--- src/design/sched_pkg.sv ---
package sched_pkg;

  // job payload handed through to the worker
  localparam int JOB_DATA_W = 16;

  // absolute deadlines share the timebase width
  localparam int TAG_W = 16;

  // relative deadline that arrives with each job
  localparam int REL_DEADLINE_W = 8;

  // jobs refused while full, saturating
  localparam int DROP_COUNT_W = 8;

  typedef logic [JOB_DATA_W-1:0] job_data_t;

  typedef logic [TAG_W-1:0] tag_t;

  typedef logic [REL_DEADLINE_W-1:0] rel_deadline_t;

  typedef logic [DROP_COUNT_W-1:0] drop_count_t;

endpackage

--- src/design/queue_pkg.sv ---
package queue_pkg;

  // number of job slots
  localparam int QUEUE_DEPTH = 8;

  localparam int SLOT_W = $clog2(QUEUE_DEPTH);

  // slot index into the queue storage
  typedef logic [SLOT_W-1:0] slot_t;

  // occupancy needs one extra bit to reach QUEUE_DEPTH
  typedef logic [SLOT_W:0] count_t;

endpackage

--- src/design/job_stamper.sv ---
module job_stamper
  import sched_pkg::*;
(
  input  logic          clk_in,
  input  logic          rst_in,

  input  logic          job_valid,
  input  job_data_t     job_data,
  input  rel_deadline_t rel_deadline,

  input  logic          queue_full,
  output logic          job_ready,

  output logic          enq,
  output job_data_t     enq_data,
  output tag_t          enq_tag,

  output tag_t          now,
  output drop_count_t   dropped_count
);

  logic accept;
  logic drop;

  // full check is made here only, the queue takes every enq
  assign accept = job_valid && !queue_full;
  assign drop = job_valid && queue_full;

  assign job_ready = !queue_full;

  // timebase, enq strobe and drop counter
  always_ff @(posedge clk_in) begin
    if (rst_in) begin
      now <= '0;
      enq <= 1'b0;
      dropped_count <= '0;
    end else begin
      now <= now + tag_t'(1);
      enq <= accept;
      if (drop && (dropped_count != '1)) begin
        dropped_count <= dropped_count + drop_count_t'(1);
      end
    end
  end

  // absolute deadline is the timebase at the sampling edge plus the offset
  always_ff @(posedge clk_in) begin
    if (accept) begin
      enq_data <= job_data;
      enq_tag <= now + tag_t'(rel_deadline);
    end
  end

endmodule

--- src/design/free_slot_list.sv ---
module free_slot_list
  import queue_pkg::*;
(
  input  logic  clk_in,
  input  logic  rst_in,

  input  logic  take,

  input  logic  give,
  input  slot_t give_slot,

  output slot_t head_slot
);

  slot_t slot_list [QUEUE_DEPTH];
  slot_t rd_ptr;
  slot_t wr_ptr;

  // next free slot, valid whenever the queue is not full
  assign head_slot = slot_list[rd_ptr];

  // read pointer advances on every enqueue
  always_ff @(posedge clk_in) begin
    if (rst_in) begin
      rd_ptr <= '0;
    end else if (take) begin
      rd_ptr <= rd_ptr + slot_t'(1);
    end
  end

  // write pointer starts on top of the read pointer since the list begins full
  always_ff @(posedge clk_in) begin
    if (rst_in) begin
      wr_ptr <= '0;
    end else if (give) begin
      wr_ptr <= wr_ptr + slot_t'(1);
    end
  end

  // every index present at reset
  always_ff @(posedge clk_in) begin
    if (rst_in) begin
      for (int i = 0; i < QUEUE_DEPTH; i++) begin
        slot_list[i] <= slot_t'(i);
      end
    end else if (give) begin
      slot_list[wr_ptr] <= give_slot;
    end
  end

endmodule

--- src/design/tag_priority_queue.sv ---
module tag_priority_queue
  import sched_pkg::*;
  import queue_pkg::*;
(
  input  logic      clk_in,
  input  logic      rst_in,

  input  logic      enq,
  input  job_data_t enq_data,
  input  tag_t      enq_tag,

  input  logic      deq,

  output logic      queue_full,
  output logic      queue_empty,

  output logic      valid_out,
  output job_data_t data_out,
  output tag_t      tag_out
);

  tag_t      tag_mem  [QUEUE_DEPTH];
  job_data_t data_mem [QUEUE_DEPTH];
  logic [QUEUE_DEPTH-1:0] slot_valid;

  count_t count;
  slot_t  free_slot;
  logic   do_deq;

  slot_t min_slot;
  tag_t  min_tag;
  logic  min_found;

  // an enq in flight already claims its slot
  assign queue_full = (count == count_t'(QUEUE_DEPTH)) ||
                      (enq && (count == count_t'(QUEUE_DEPTH - 1)));
  assign queue_empty = (count == '0);

  assign do_deq = deq && !queue_empty;

  free_slot_list free_slot_list_i (
    .clk_in    (clk_in),
    .rst_in    (rst_in),
    .take      (enq),
    .give      (do_deq),
    .give_slot (min_slot),
    .head_slot (free_slot)
  );

  // smallest valid tag, strict compare keeps ties on the lowest index
  always_comb begin
    min_slot = '0;
    min_tag = '1;
    min_found = 1'b0;
    for (int i = 0; i < QUEUE_DEPTH; i++) begin
      if (slot_valid[i] && (!min_found || (tag_mem[i] < min_tag))) begin
        min_slot = slot_t'(i);
        min_tag = tag_mem[i];
        min_found = 1'b1;
      end
    end
  end

  // control state
  always_ff @(posedge clk_in) begin
    if (rst_in) begin
      slot_valid <= '0;
      count <= '0;
      valid_out <= 1'b0;
    end else begin
      valid_out <= do_deq;

      // head slot is never valid, so no clash with min_slot
      if (do_deq) begin
        slot_valid[min_slot] <= 1'b0;
      end
      if (enq) begin
        slot_valid[free_slot] <= 1'b1;
      end

      case ({enq, do_deq})
        2'b10:   count <= count + count_t'(1);
        2'b01:   count <= count - count_t'(1);
        default: count <= count;
      endcase
    end
  end

  // slot storage
  always_ff @(posedge clk_in) begin
    if (enq) begin
      tag_mem[free_slot] <= enq_tag;
      data_mem[free_slot] <= enq_data;
    end
  end

  // popped job, qualified by valid_out
  always_ff @(posedge clk_in) begin
    if (do_deq) begin
      data_out <= data_mem[min_slot];
      tag_out <= min_tag;
    end
  end

endmodule

--- src/design/job_dispatcher.sv ---
module job_dispatcher
  import sched_pkg::*;
(
  input  logic      clk_in,
  input  logic      rst_in,

  input  logic      worker_ready,
  input  logic      queue_empty,
  input  tag_t      now,

  output logic      deq,

  input  logic      valid_out,
  input  job_data_t data_out,
  input  tag_t      tag_out,

  output logic      dispatch_valid,
  output job_data_t dispatch_data,
  output tag_t      dispatch_tag,
  output logic      dispatch_late
);

  // a deq is outstanding until the queue answers
  logic waiting;

  assign deq = worker_ready && !queue_empty && !waiting;

  always_ff @(posedge clk_in) begin
    if (rst_in) begin
      waiting <= 1'b0;
      dispatch_valid <= 1'b0;
    end else begin
      if (valid_out) begin
        waiting <= 1'b0;
      end else if (deq) begin
        waiting <= 1'b1;
      end
      dispatch_valid <= valid_out;
    end
  end

  // late when the deadline already passed as the job leaves the queue
  always_ff @(posedge clk_in) begin
    if (valid_out) begin
      dispatch_data <= data_out;
      dispatch_tag <= tag_out;
      dispatch_late <= (tag_out < now);
    end
  end

endmodule

--- src/design/edf_scheduler_top.sv ---
module edf_scheduler_top
  import sched_pkg::*;
(
  input  logic          clk_in,
  input  logic          rst_in,

  input  logic          job_valid,
  input  job_data_t     job_data,
  input  rel_deadline_t rel_deadline,
  output logic          job_ready,

  input  logic          worker_ready,

  output logic          dispatch_valid,
  output job_data_t     dispatch_data,
  output tag_t          dispatch_tag,
  output logic          dispatch_late,

  output drop_count_t   dropped_count
);

  logic      queue_full;
  logic      queue_empty;
  logic      enq;
  job_data_t enq_data;
  tag_t      enq_tag;
  tag_t      now;
  logic      deq;
  logic      valid_out;
  job_data_t data_out;
  tag_t      tag_out;

  job_stamper job_stamper_i (
    .clk_in        (clk_in),
    .rst_in        (rst_in),
    .job_valid     (job_valid),
    .job_data      (job_data),
    .rel_deadline  (rel_deadline),
    .queue_full    (queue_full),
    .job_ready     (job_ready),
    .enq           (enq),
    .enq_data      (enq_data),
    .enq_tag       (enq_tag),
    .now           (now),
    .dropped_count (dropped_count)
  );

  tag_priority_queue tag_priority_queue_i (
    .clk_in      (clk_in),
    .rst_in      (rst_in),
    .enq         (enq),
    .enq_data    (enq_data),
    .enq_tag     (enq_tag),
    .deq         (deq),
    .queue_full  (queue_full),
    .queue_empty (queue_empty),
    .valid_out   (valid_out),
    .data_out    (data_out),
    .tag_out     (tag_out)
  );

  job_dispatcher job_dispatcher_i (
    .clk_in         (clk_in),
    .rst_in         (rst_in),
    .worker_ready   (worker_ready),
    .queue_empty    (queue_empty),
    .now            (now),
    .deq            (deq),
    .valid_out      (valid_out),
    .data_out       (data_out),
    .tag_out        (tag_out),
    .dispatch_valid (dispatch_valid),
    .dispatch_data  (dispatch_data),
    .dispatch_tag   (dispatch_tag),
    .dispatch_late  (dispatch_late)
  );

endmodule

--- config.mk ---
export PLATFORM = sky130hd
export DESIGN_NAME = edf_scheduler_top
export DESIGN_NICKNAME = d
export VERILOG_FILES = /design/src/design/sched_pkg.sv /design/src/design/queue_pkg.sv /design/src/design/job_stamper.sv /design/src/design/free_slot_list.sv /design/src/design/tag_priority_queue.sv /design/src/design/job_dispatcher.sv /design/src/design/edf_scheduler_top.sv
export SDC_FILE = /design/constraint.sdc
export NUM_CORES = 1
export LEC_CHECK = 0
export BUFFER_PORTS_ARGS = -buffer_cell sky130_fd_sc_hd__buf_4
export CAP_MARGIN = 5
export CORE_MARGIN = 1
export CORE_UTILIZATION = 50
export CTS_CLUSTER_DIAMETER = 80
export DETAILED_ROUTE_END_ITERATION = 16
export PLACE_DENSITY = 0.64
export SYNTH_ARGS = -nofsm -noshare
export SYNTH_HDL_FRONTEND = slang
export SYNTH_SLANG_ARGS = --single-unit
--- constraint.sdc ---
create_clock -name clk_in -period 24.3 [get_ports clk_in]
set_input_delay 7.29 -clock clk_in [delete_from_list [all_inputs] [get_ports clk_in]]
set_output_delay 7.29 -clock clk_in [all_outputs]
set_load 0.01 [all_outputs]
### After elaboration in Yosys (flattened, before gate mapping)

Memory sizes are Yosys's and may differ from the RTL's. A register that Yosys moved wholly into a read port is not among the register bits.
Index checks and enable logic that the tools add are counted.

* memory bits (writable): 280
* bits in registers: 127
* bits of input ports: 28
* logic and storage cells: 126
* memories: 3
* output and inout bits: 43

* mux-type cells: 42
* equality and inequality tests: 5
* bitwise operators: 3
* order comparisons: 12
* add/subtract/negate cells: 7
* reductions and logical operators: 38

Memory list
* tag_priority_queue_i.data_mem: words 8, bits a word 16, rd ports 1, clocked after memory_dff 1, wr ports 1, line tag_priority_queue.sv:23 `job_data_t data_mem [QUEUE_DEPTH];`
* tag_priority_queue_i.tag_mem: words 8, bits a word 16, rd ports 8, clocked after memory_dff 0, wr ports 1, line tag_priority_queue.sv:22 `tag_t tag_mem [QUEUE_DEPTH];`
* tag_priority_queue_i.free_slot_list_i.slot_list: words 8, bits a word 3, rd ports 1, clocked after memory_dff 1, wr ports 8, line free_slot_list.sv:15 `slot_t slot_list [QUEUE_DEPTH];`

Operators with widths (count)
* $lt 16x16->1: 8
* $mux 16: 8
* $mux 3: 8
* $mux 8: 3
* $mux 1: 18
* $add 16x1->16 const B: 1
* $add 16x8->16: 1
* $logic_and 1x1->1: 16
* $logic_not 1->1: 10
* $add 8x1->8 const B: 1
* $and 8x8->8: 1
* $logic_or 1x1->1: 8
* $lt 3x4->1 const B: 2
* $ne 8x8->1 const B: 1
* $not 8->8: 1
* $or 8x8->8: 1
* $pmux 4 s2: 1
* $add 3x1->3 const B: 2
* $demux 1 s3: 2
* $ge 3x1->1 const B: 2
* $add 4x1->4 const B: 1
* $eq 4x3->1 const B: 1
* $eq 4x4->1 const B: 1
* $logic_not 4->1: 1
* 7 further kinds: 8

### Logic depth before layout (Yosys ltp)

An unclocked memory read counts as a cell.

* depth in word-level cells: 40
* depth in mapped cells: 114
* gate-level depth less buffers: 96

### Cells and area by module

Synthesis repeated with hierarchy kept, for this count alone.

* cells, all modules: 1664
* area, all modules: 20612.3 µm²

By module, submodules not included
* tag_priority_queue: cells an instance 1249, area an instance 15117.0 µm², instances 1, sequential area each 8908.5 µm²
* job_stamper: cells an instance 214, area an instance 2572.5 µm², instances 1, sequential area each 1461.4 µm²
* free_slot_list: cells an instance 109, area an instance 1488.9 µm², instances 1, sequential area each 900.9 µm²
* job_dispatcher: cells an instance 92, area an instance 1433.9 µm², instances 1, sequential area each 1031.0 µm²

### Least setup slack after synthesis

Ideal clock, no wire load.

* kind: reg2reg
* start point: register tag_priority_queue_i.slot_valid[0]
* end point: register tag_priority_queue_i.data_out[0] (read register of tag_priority_queue_i.data_mem) (data pin)
* period minus slack after synthesis: 17.907 ns
* required time: 24.035 ns
* path slack: 6.393 ns
* path buffers: 18
* cell stages (with the launch flop): 106
* data arrival time: 17.642 ns
* cell sequence: dfxtp_1 buf_4 clkbuf_1 clkbuf_1 nor2b_1 ha_1 nand4_1 or4b_4 a211o_1 nand2_1 clkbuf_1 buf_1 a21oi_1 inv_1 ha_1 o21ai_0 a21oi_1 o22ai_1 [70 not listed] o21a_1 ha_1 a21oi_1 nor2b_1 o21ai_0 nand2b_1 a21oi_1 nor2b_1 o21ai_0 nand2b_1 a21oi_1 nor2_1 a21oi_1 and3_4 buf_6 nor3_4 a22o_1 or3_1

* word-level cells in the longest chain between the ends: 29
* elaborated cells on any way between the ends: 49

Ends and longest elaborated chain
* start, declared: line tag_priority_queue.sv:24 `logic [QUEUE_DEPTH-1:0] slot_valid;`
* start signal, assigned: line tag_priority_queue.sv:67 `slot_valid <= '0;`
* start signal, assigned by index: line tag_priority_queue.sv:75 `slot_valid[min_slot] <= 1'b0;`
* start signal, assigned by index: line tag_priority_queue.sv:78 `slot_valid[free_slot] <= 1'b1;`
* $mux 16 or $mux 1 (tied branches): line tag_priority_queue.sv:56 `if (slot_valid[i] && (!min_found || (tag_mem[i] < min_tag))) begin`
* $lt 16x16->1 or $logic_not 1->1 (tied branches): line tag_priority_queue.sv:56
* $logic_or 1x1->1: line tag_priority_queue.sv:56
* $logic_and 1x1->1: line tag_priority_queue.sv:56
* $mux 16 or $mux 1 (tied branches): line tag_priority_queue.sv:56
* $lt 16x16->1 or $logic_not 1->1 (tied branches): line tag_priority_queue.sv:56
* $logic_or 1x1->1: line tag_priority_queue.sv:56
* $logic_and 1x1->1: line tag_priority_queue.sv:56
* [13 not listed]
* $lt 16x16->1 or $logic_not 1->1 (tied branches): line tag_priority_queue.sv:56
* $logic_or 1x1->1: line tag_priority_queue.sv:56
* $logic_and 1x1->1: line tag_priority_queue.sv:56
* $mux 16 or $mux 1 (tied branches): line tag_priority_queue.sv:56
* $lt 16x16->1 or $logic_not 1->1 (tied branches): line tag_priority_queue.sv:56
* $logic_or 1x1->1: line tag_priority_queue.sv:56
* $logic_and 1x1->1: line tag_priority_queue.sv:56
* $mux 3 *: line tag_priority_queue.sv:56
* end, declared: line tag_priority_queue.sv:18 `output job_data_t data_out,`

Mark *: on every way between the ends. The rest lies on a longest branch, timed or not.
A chain may end at the register's enable or synchronous reset.

### Final worst setup path

* start point: register tag_priority_queue_i.slot_valid[0]
* end point: register tag_priority_queue_i.data_out[12] (read register of tag_priority_queue_i.data_mem) (data pin)

Same word-level chain as after synthesis.

==> flow_summary_export.csv <==
group,metric,value,unit
detailed_routing,route.met2.wl,21700,µm
cts,cts_max_path_buffers,3,
floorplanning,num_rows,73,
cts,cts_made_buffers,47,
floorplanning,die_w,203,µm
worst_setup_path,startpoint_type,"register",
global_route,antenna_found_initial,0,
timing,relSlewSlack,19.6,%
worst_setup_path,endpoint_kind,"register",
synthesis,mappedNetlistNets,1798,
synthesis,ys_seq_area_share,60.8,%
synthesis,syn_area,0.0202,mm²
timing,fin_ws,2630,ps
cts,htree_levels,2,
timing,whs,431,ps
placement,placedCellCount,2199,
worst_setup_path,cp_max_fo,64,
global_route,gr-total-overflow,0,
floorplanning,die_y,203,µm
cts,cts_tree,"done",
timing,hold_viol,0,
detailed_routing,via_per_inst,5.64,
layout,area_growth,13.3,%
synthesis,async_flop_share,0,%
cts,insertion_delay,580,ps
placement,place.gp.congestion,0.881,
pwr,power_density,89.9,mW/mm²
layout,drive_above_1_share,12.1,%
cts,cts_resized,0,
timing,fmax,0.0462,GHz
timing,setup_violations,0,
placement,place_ws,2890,ps
synthesis,netlist_instances,1642,
placement,hpwl,31000,µm
detailed_routing,wirelength,45400,µm
global_route,grt_pass1_vias,12900,
timing,period_share,89.2,%
detailed_routing,drt_iter0_markers,912,
detailed_routing,routed.top_layer,"met4",
cts,cts_sinks,426,
cts,clockRootBuffer,"clkbuf_16",
global_route,grt_usage,22.3,%
pwr,ir_drop,0.0000550,V
timing,finClkSkew,16.4,ps
worst_setup_path,cpMostUsedCell,"a21oi_1",
synthesis,avgSynthCellArea,12.3,µm²
detailed_routing,first_pass_iters,5,
min_path,hold_class,"register to register",
run,drv_cap,0,
floorplanning,start_util,50.8,%
layout,finalNonFillerCells,2285,
synthesis,yosys_warnings,0,
worst_setup_path,critical_path_class,"register to register",
worst_setup_path,cp_slowest_cell,"o31ai_4",
placement,port_buffers,70,
detailed_routing,wl_met3,2270,µm
status,status,"complete, no violations",
cts,holdBufCountCts,0,
timing,worst_pin_slew,1210,ps
timing,rsz0062_at_grt,"false",
layout,n_antenna_cell,0,
detailed_routing,drcViolationCount,0,
synthesis,synth_ff_type,"edfxtp_1",
detailed_routing,postRouteAntennaNets,0,
layout,fin_nets,1879,
cts,clk_pin_slew,60,ps
floorplanning,fp.coreArea,0.0398,mm²
synthesis,synthDistinctLibCells,85,
detailed_routing,wl_met1,20000,µm
timing,fin_tns_setup,0,ps
pwr,power_leakage,8.67,nW
worst_setup_path,slowest_delay,980,ps
cts,cts_setup_buffers,0,
timing,period_needed,21670,ps
floorplanning,die_area,0.0413,mm²
worst_setup_path,cp.arrival,21990,ps
floorplanning,pin_count,71,
worst_setup_path,cp.required,24620,ps
detailed_routing,vias,12900,
synthesis,synth_edf_count,377,
pwr,power,2.06,mW
global_route,grt_max_degree,65,
detailed_routing,routedWlPerCell,19.9,µm
global_route,grt_pass1_wl,70700,µm
synthesis,synth-seq-cells,426,
timing,slew_violations,0,
==> cells in the final DEF, fill, tap and decap left out, types with 12 or more instances in the layout <==
master / n
mux2_2: 12
edfxtp_1: 377
nand3_1: 38
or2_2: 12
mux2i_1: 25
clkbuf_16: 47
a21o_1: 28
o21ai_0: 72
nand2b_1: 27
ha_1: 126
nand4_1: 25
xnor2_1: 28
a21oi_1: 111
or3_1: 17
inv_1: 104
nor3_1: 17
a31oi_1: 15
nand2_1: 119
nor2b_1: 38
nor2_1: 144
buf_4: 84
dfxtp_1: 48
o21a_1: 19
==> area by class of cell <==
class	count	area (µm²)
Fill cell	3268	16900
Inverter	106	398
Timing Repair Buffer	84	631
Clock inverter	32	397
Multi-Input combinational cell	1058	7350
Sequential cell	426	12300
Clock buffer	54	1200
Tap cell	525	657
==> path summary, 6_finish.rpt <==
check | from | endpoint | slack (ps) | depth (start not counted)
max | tag_priority_queue_i.slot_valid[0]$_SDFF_PP0_ | tag_priority_queue_i.data_out[12]$_DFFE_PP_ | 2630 | 96
min | tag_priority_queue_i.data_out[5]$_DFFE_PP_ | job_dispatcher_i.dispatch_data[5]$_DFFE_PP_ | 430 | 0
max reg2reg | tag_priority_queue_i.slot_valid[0]$_SDFF_PP0_ | tag_priority_queue_i.data_out[12]$_DFFE_PP_ | 2630 | 96
min reg2reg | tag_priority_queue_i.data_out[5]$_DFFE_PP_ | job_dispatcher_i.dispatch_data[5]$_DFFE_PP_ | 430 | 0
==> stage by stage <==
stage,cell area [µm²],utilization [%]
2_1_floorplan,20200,-
3_3_place_gp,21300,53.6
3_5_place_dp,21300,53.6
4_1_cts,22900,57.6
5_1_grt,22900,57.6
6_report,22900,57.6
==> logic make-up (layout without fill, tap and decap cells) <==
logic type	after synthesis	in the layout	synth area share [%]
xor+xnor	37	37	1.60
simple gates	493	493	12.1
buf+inv	158	276	3.17
mux	43	43	2.57
flops	426	426	60.8
compound gates	356	356	11.7
fa+ha+maj	129	129	8.03
==> worst max-delay path: cells and delay by family (launching register included) <==
kind            cells  cell delay [ps]
compound gates     41             8720
simple gates       39             7820
buf+inv             8             2150
fa+ha+maj           7             1920
flops               1              340
mux                 1              330
==> Yosys cell counts, types with 8 or more instances <==
| cell | number | area share (%) |
|---|---|---|
| edfxtp_1 | 377 | 56 |
| nor2_1 | 148 | 2.7 |
| ha_1 | 126 | 7.8 |
| nand2_1 | 119 | 2.2 |
| a21oi_1 | 111 | 2.7 |
| inv_1 | 105 | 1.9 |
| o21ai_0 | 73 | 1.8 |
| dfxtp_1 | 49 | 4.8 |
| nand3_1 | 38 | 0.94 |
| nor2b_1 | 38 | 1.2 |
| clkbuf_1 | 33 | 0.61 |
| a21o_1 | 28 | 1.0 |
| xnor2_1 | 28 | 1.2 |
| nand2b_1 | 27 | 0.83 |
| mux2i_1 | 25 | 1.2 |
| nand4_1 | 25 | 0.77 |
| o21a_1 | 19 | 0.70 |
| nor3_1 | 17 | 0.42 |
| or3_1 | 17 | 0.53 |
| a31oi_1 | 15 | 0.46 |
| mux2_2 | 12 | 0.67 |
| a22oi_1 | 11 | 0.41 |
| and3_1 | 11 | 0.34 |
| o22ai_1 | 11 | 0.34 |
| or2_2 | 11 | 0.34 |
| a211oi_1 | 10 | 0.37 |
| buf_2 | 9 | 0.22 |
| xor2_1 | 9 | 0.39 |
| a211o_1 | 8 | 0.35 |
==> layer usage <==
layer  global-route usage, %  vias to the layer above
met1                    29.7                     6214
met5                       0                        -
met3                    3.24                      101
met2                    36.8                      326
met4                    8.70                        0
li1                        -                     6253
==> state kept, by name, indices dropped and copies added (netlist names), named ones only <==
register / flops
job_dispatcher_i.waiting: 1
tag_priority_queue_i.slot_valid: 8
job_stamper_i.enq_data: 16
job_dispatcher_i.dispatch_tag: 16
job_stamper_i.now: 16
tag_priority_queue_i.free_slot_list_i.rd_ptr: 3
tag_priority_queue_i.tag_mem: 128
job_stamper_i.enq: 1
tag_priority_queue_i.valid_out: 1
tag_priority_queue_i.tag_out: 16
job_dispatcher_i.dispatch_data: 16
tag_priority_queue_i.free_slot_list_i.wr_ptr: 3
job_dispatcher_i.dispatch_late: 1
tag_priority_queue_i.count: 4
tag_priority_queue_i.free_slot_list_i.slot_list: 24
job_stamper_i.dropped_count: 8
tag_priority_queue_i.data_out: 16
job_stamper_i.enq_tag: 16
tag_priority_queue_i.data_mem: 128
job_dispatcher_i.dispatch_valid: 1
==> report_power, final <==
part	leakage [nW]	internal, mW	total [mW]	switching [mW]
registers	3.82	0.894	0.948	0.0538
logic	4.09	0.145	0.373	0.228
clock network	0.760	0.443	0.741	0.298
total	8.67	1.48	2.06	0.580
(Power assumes the default switching activity.)
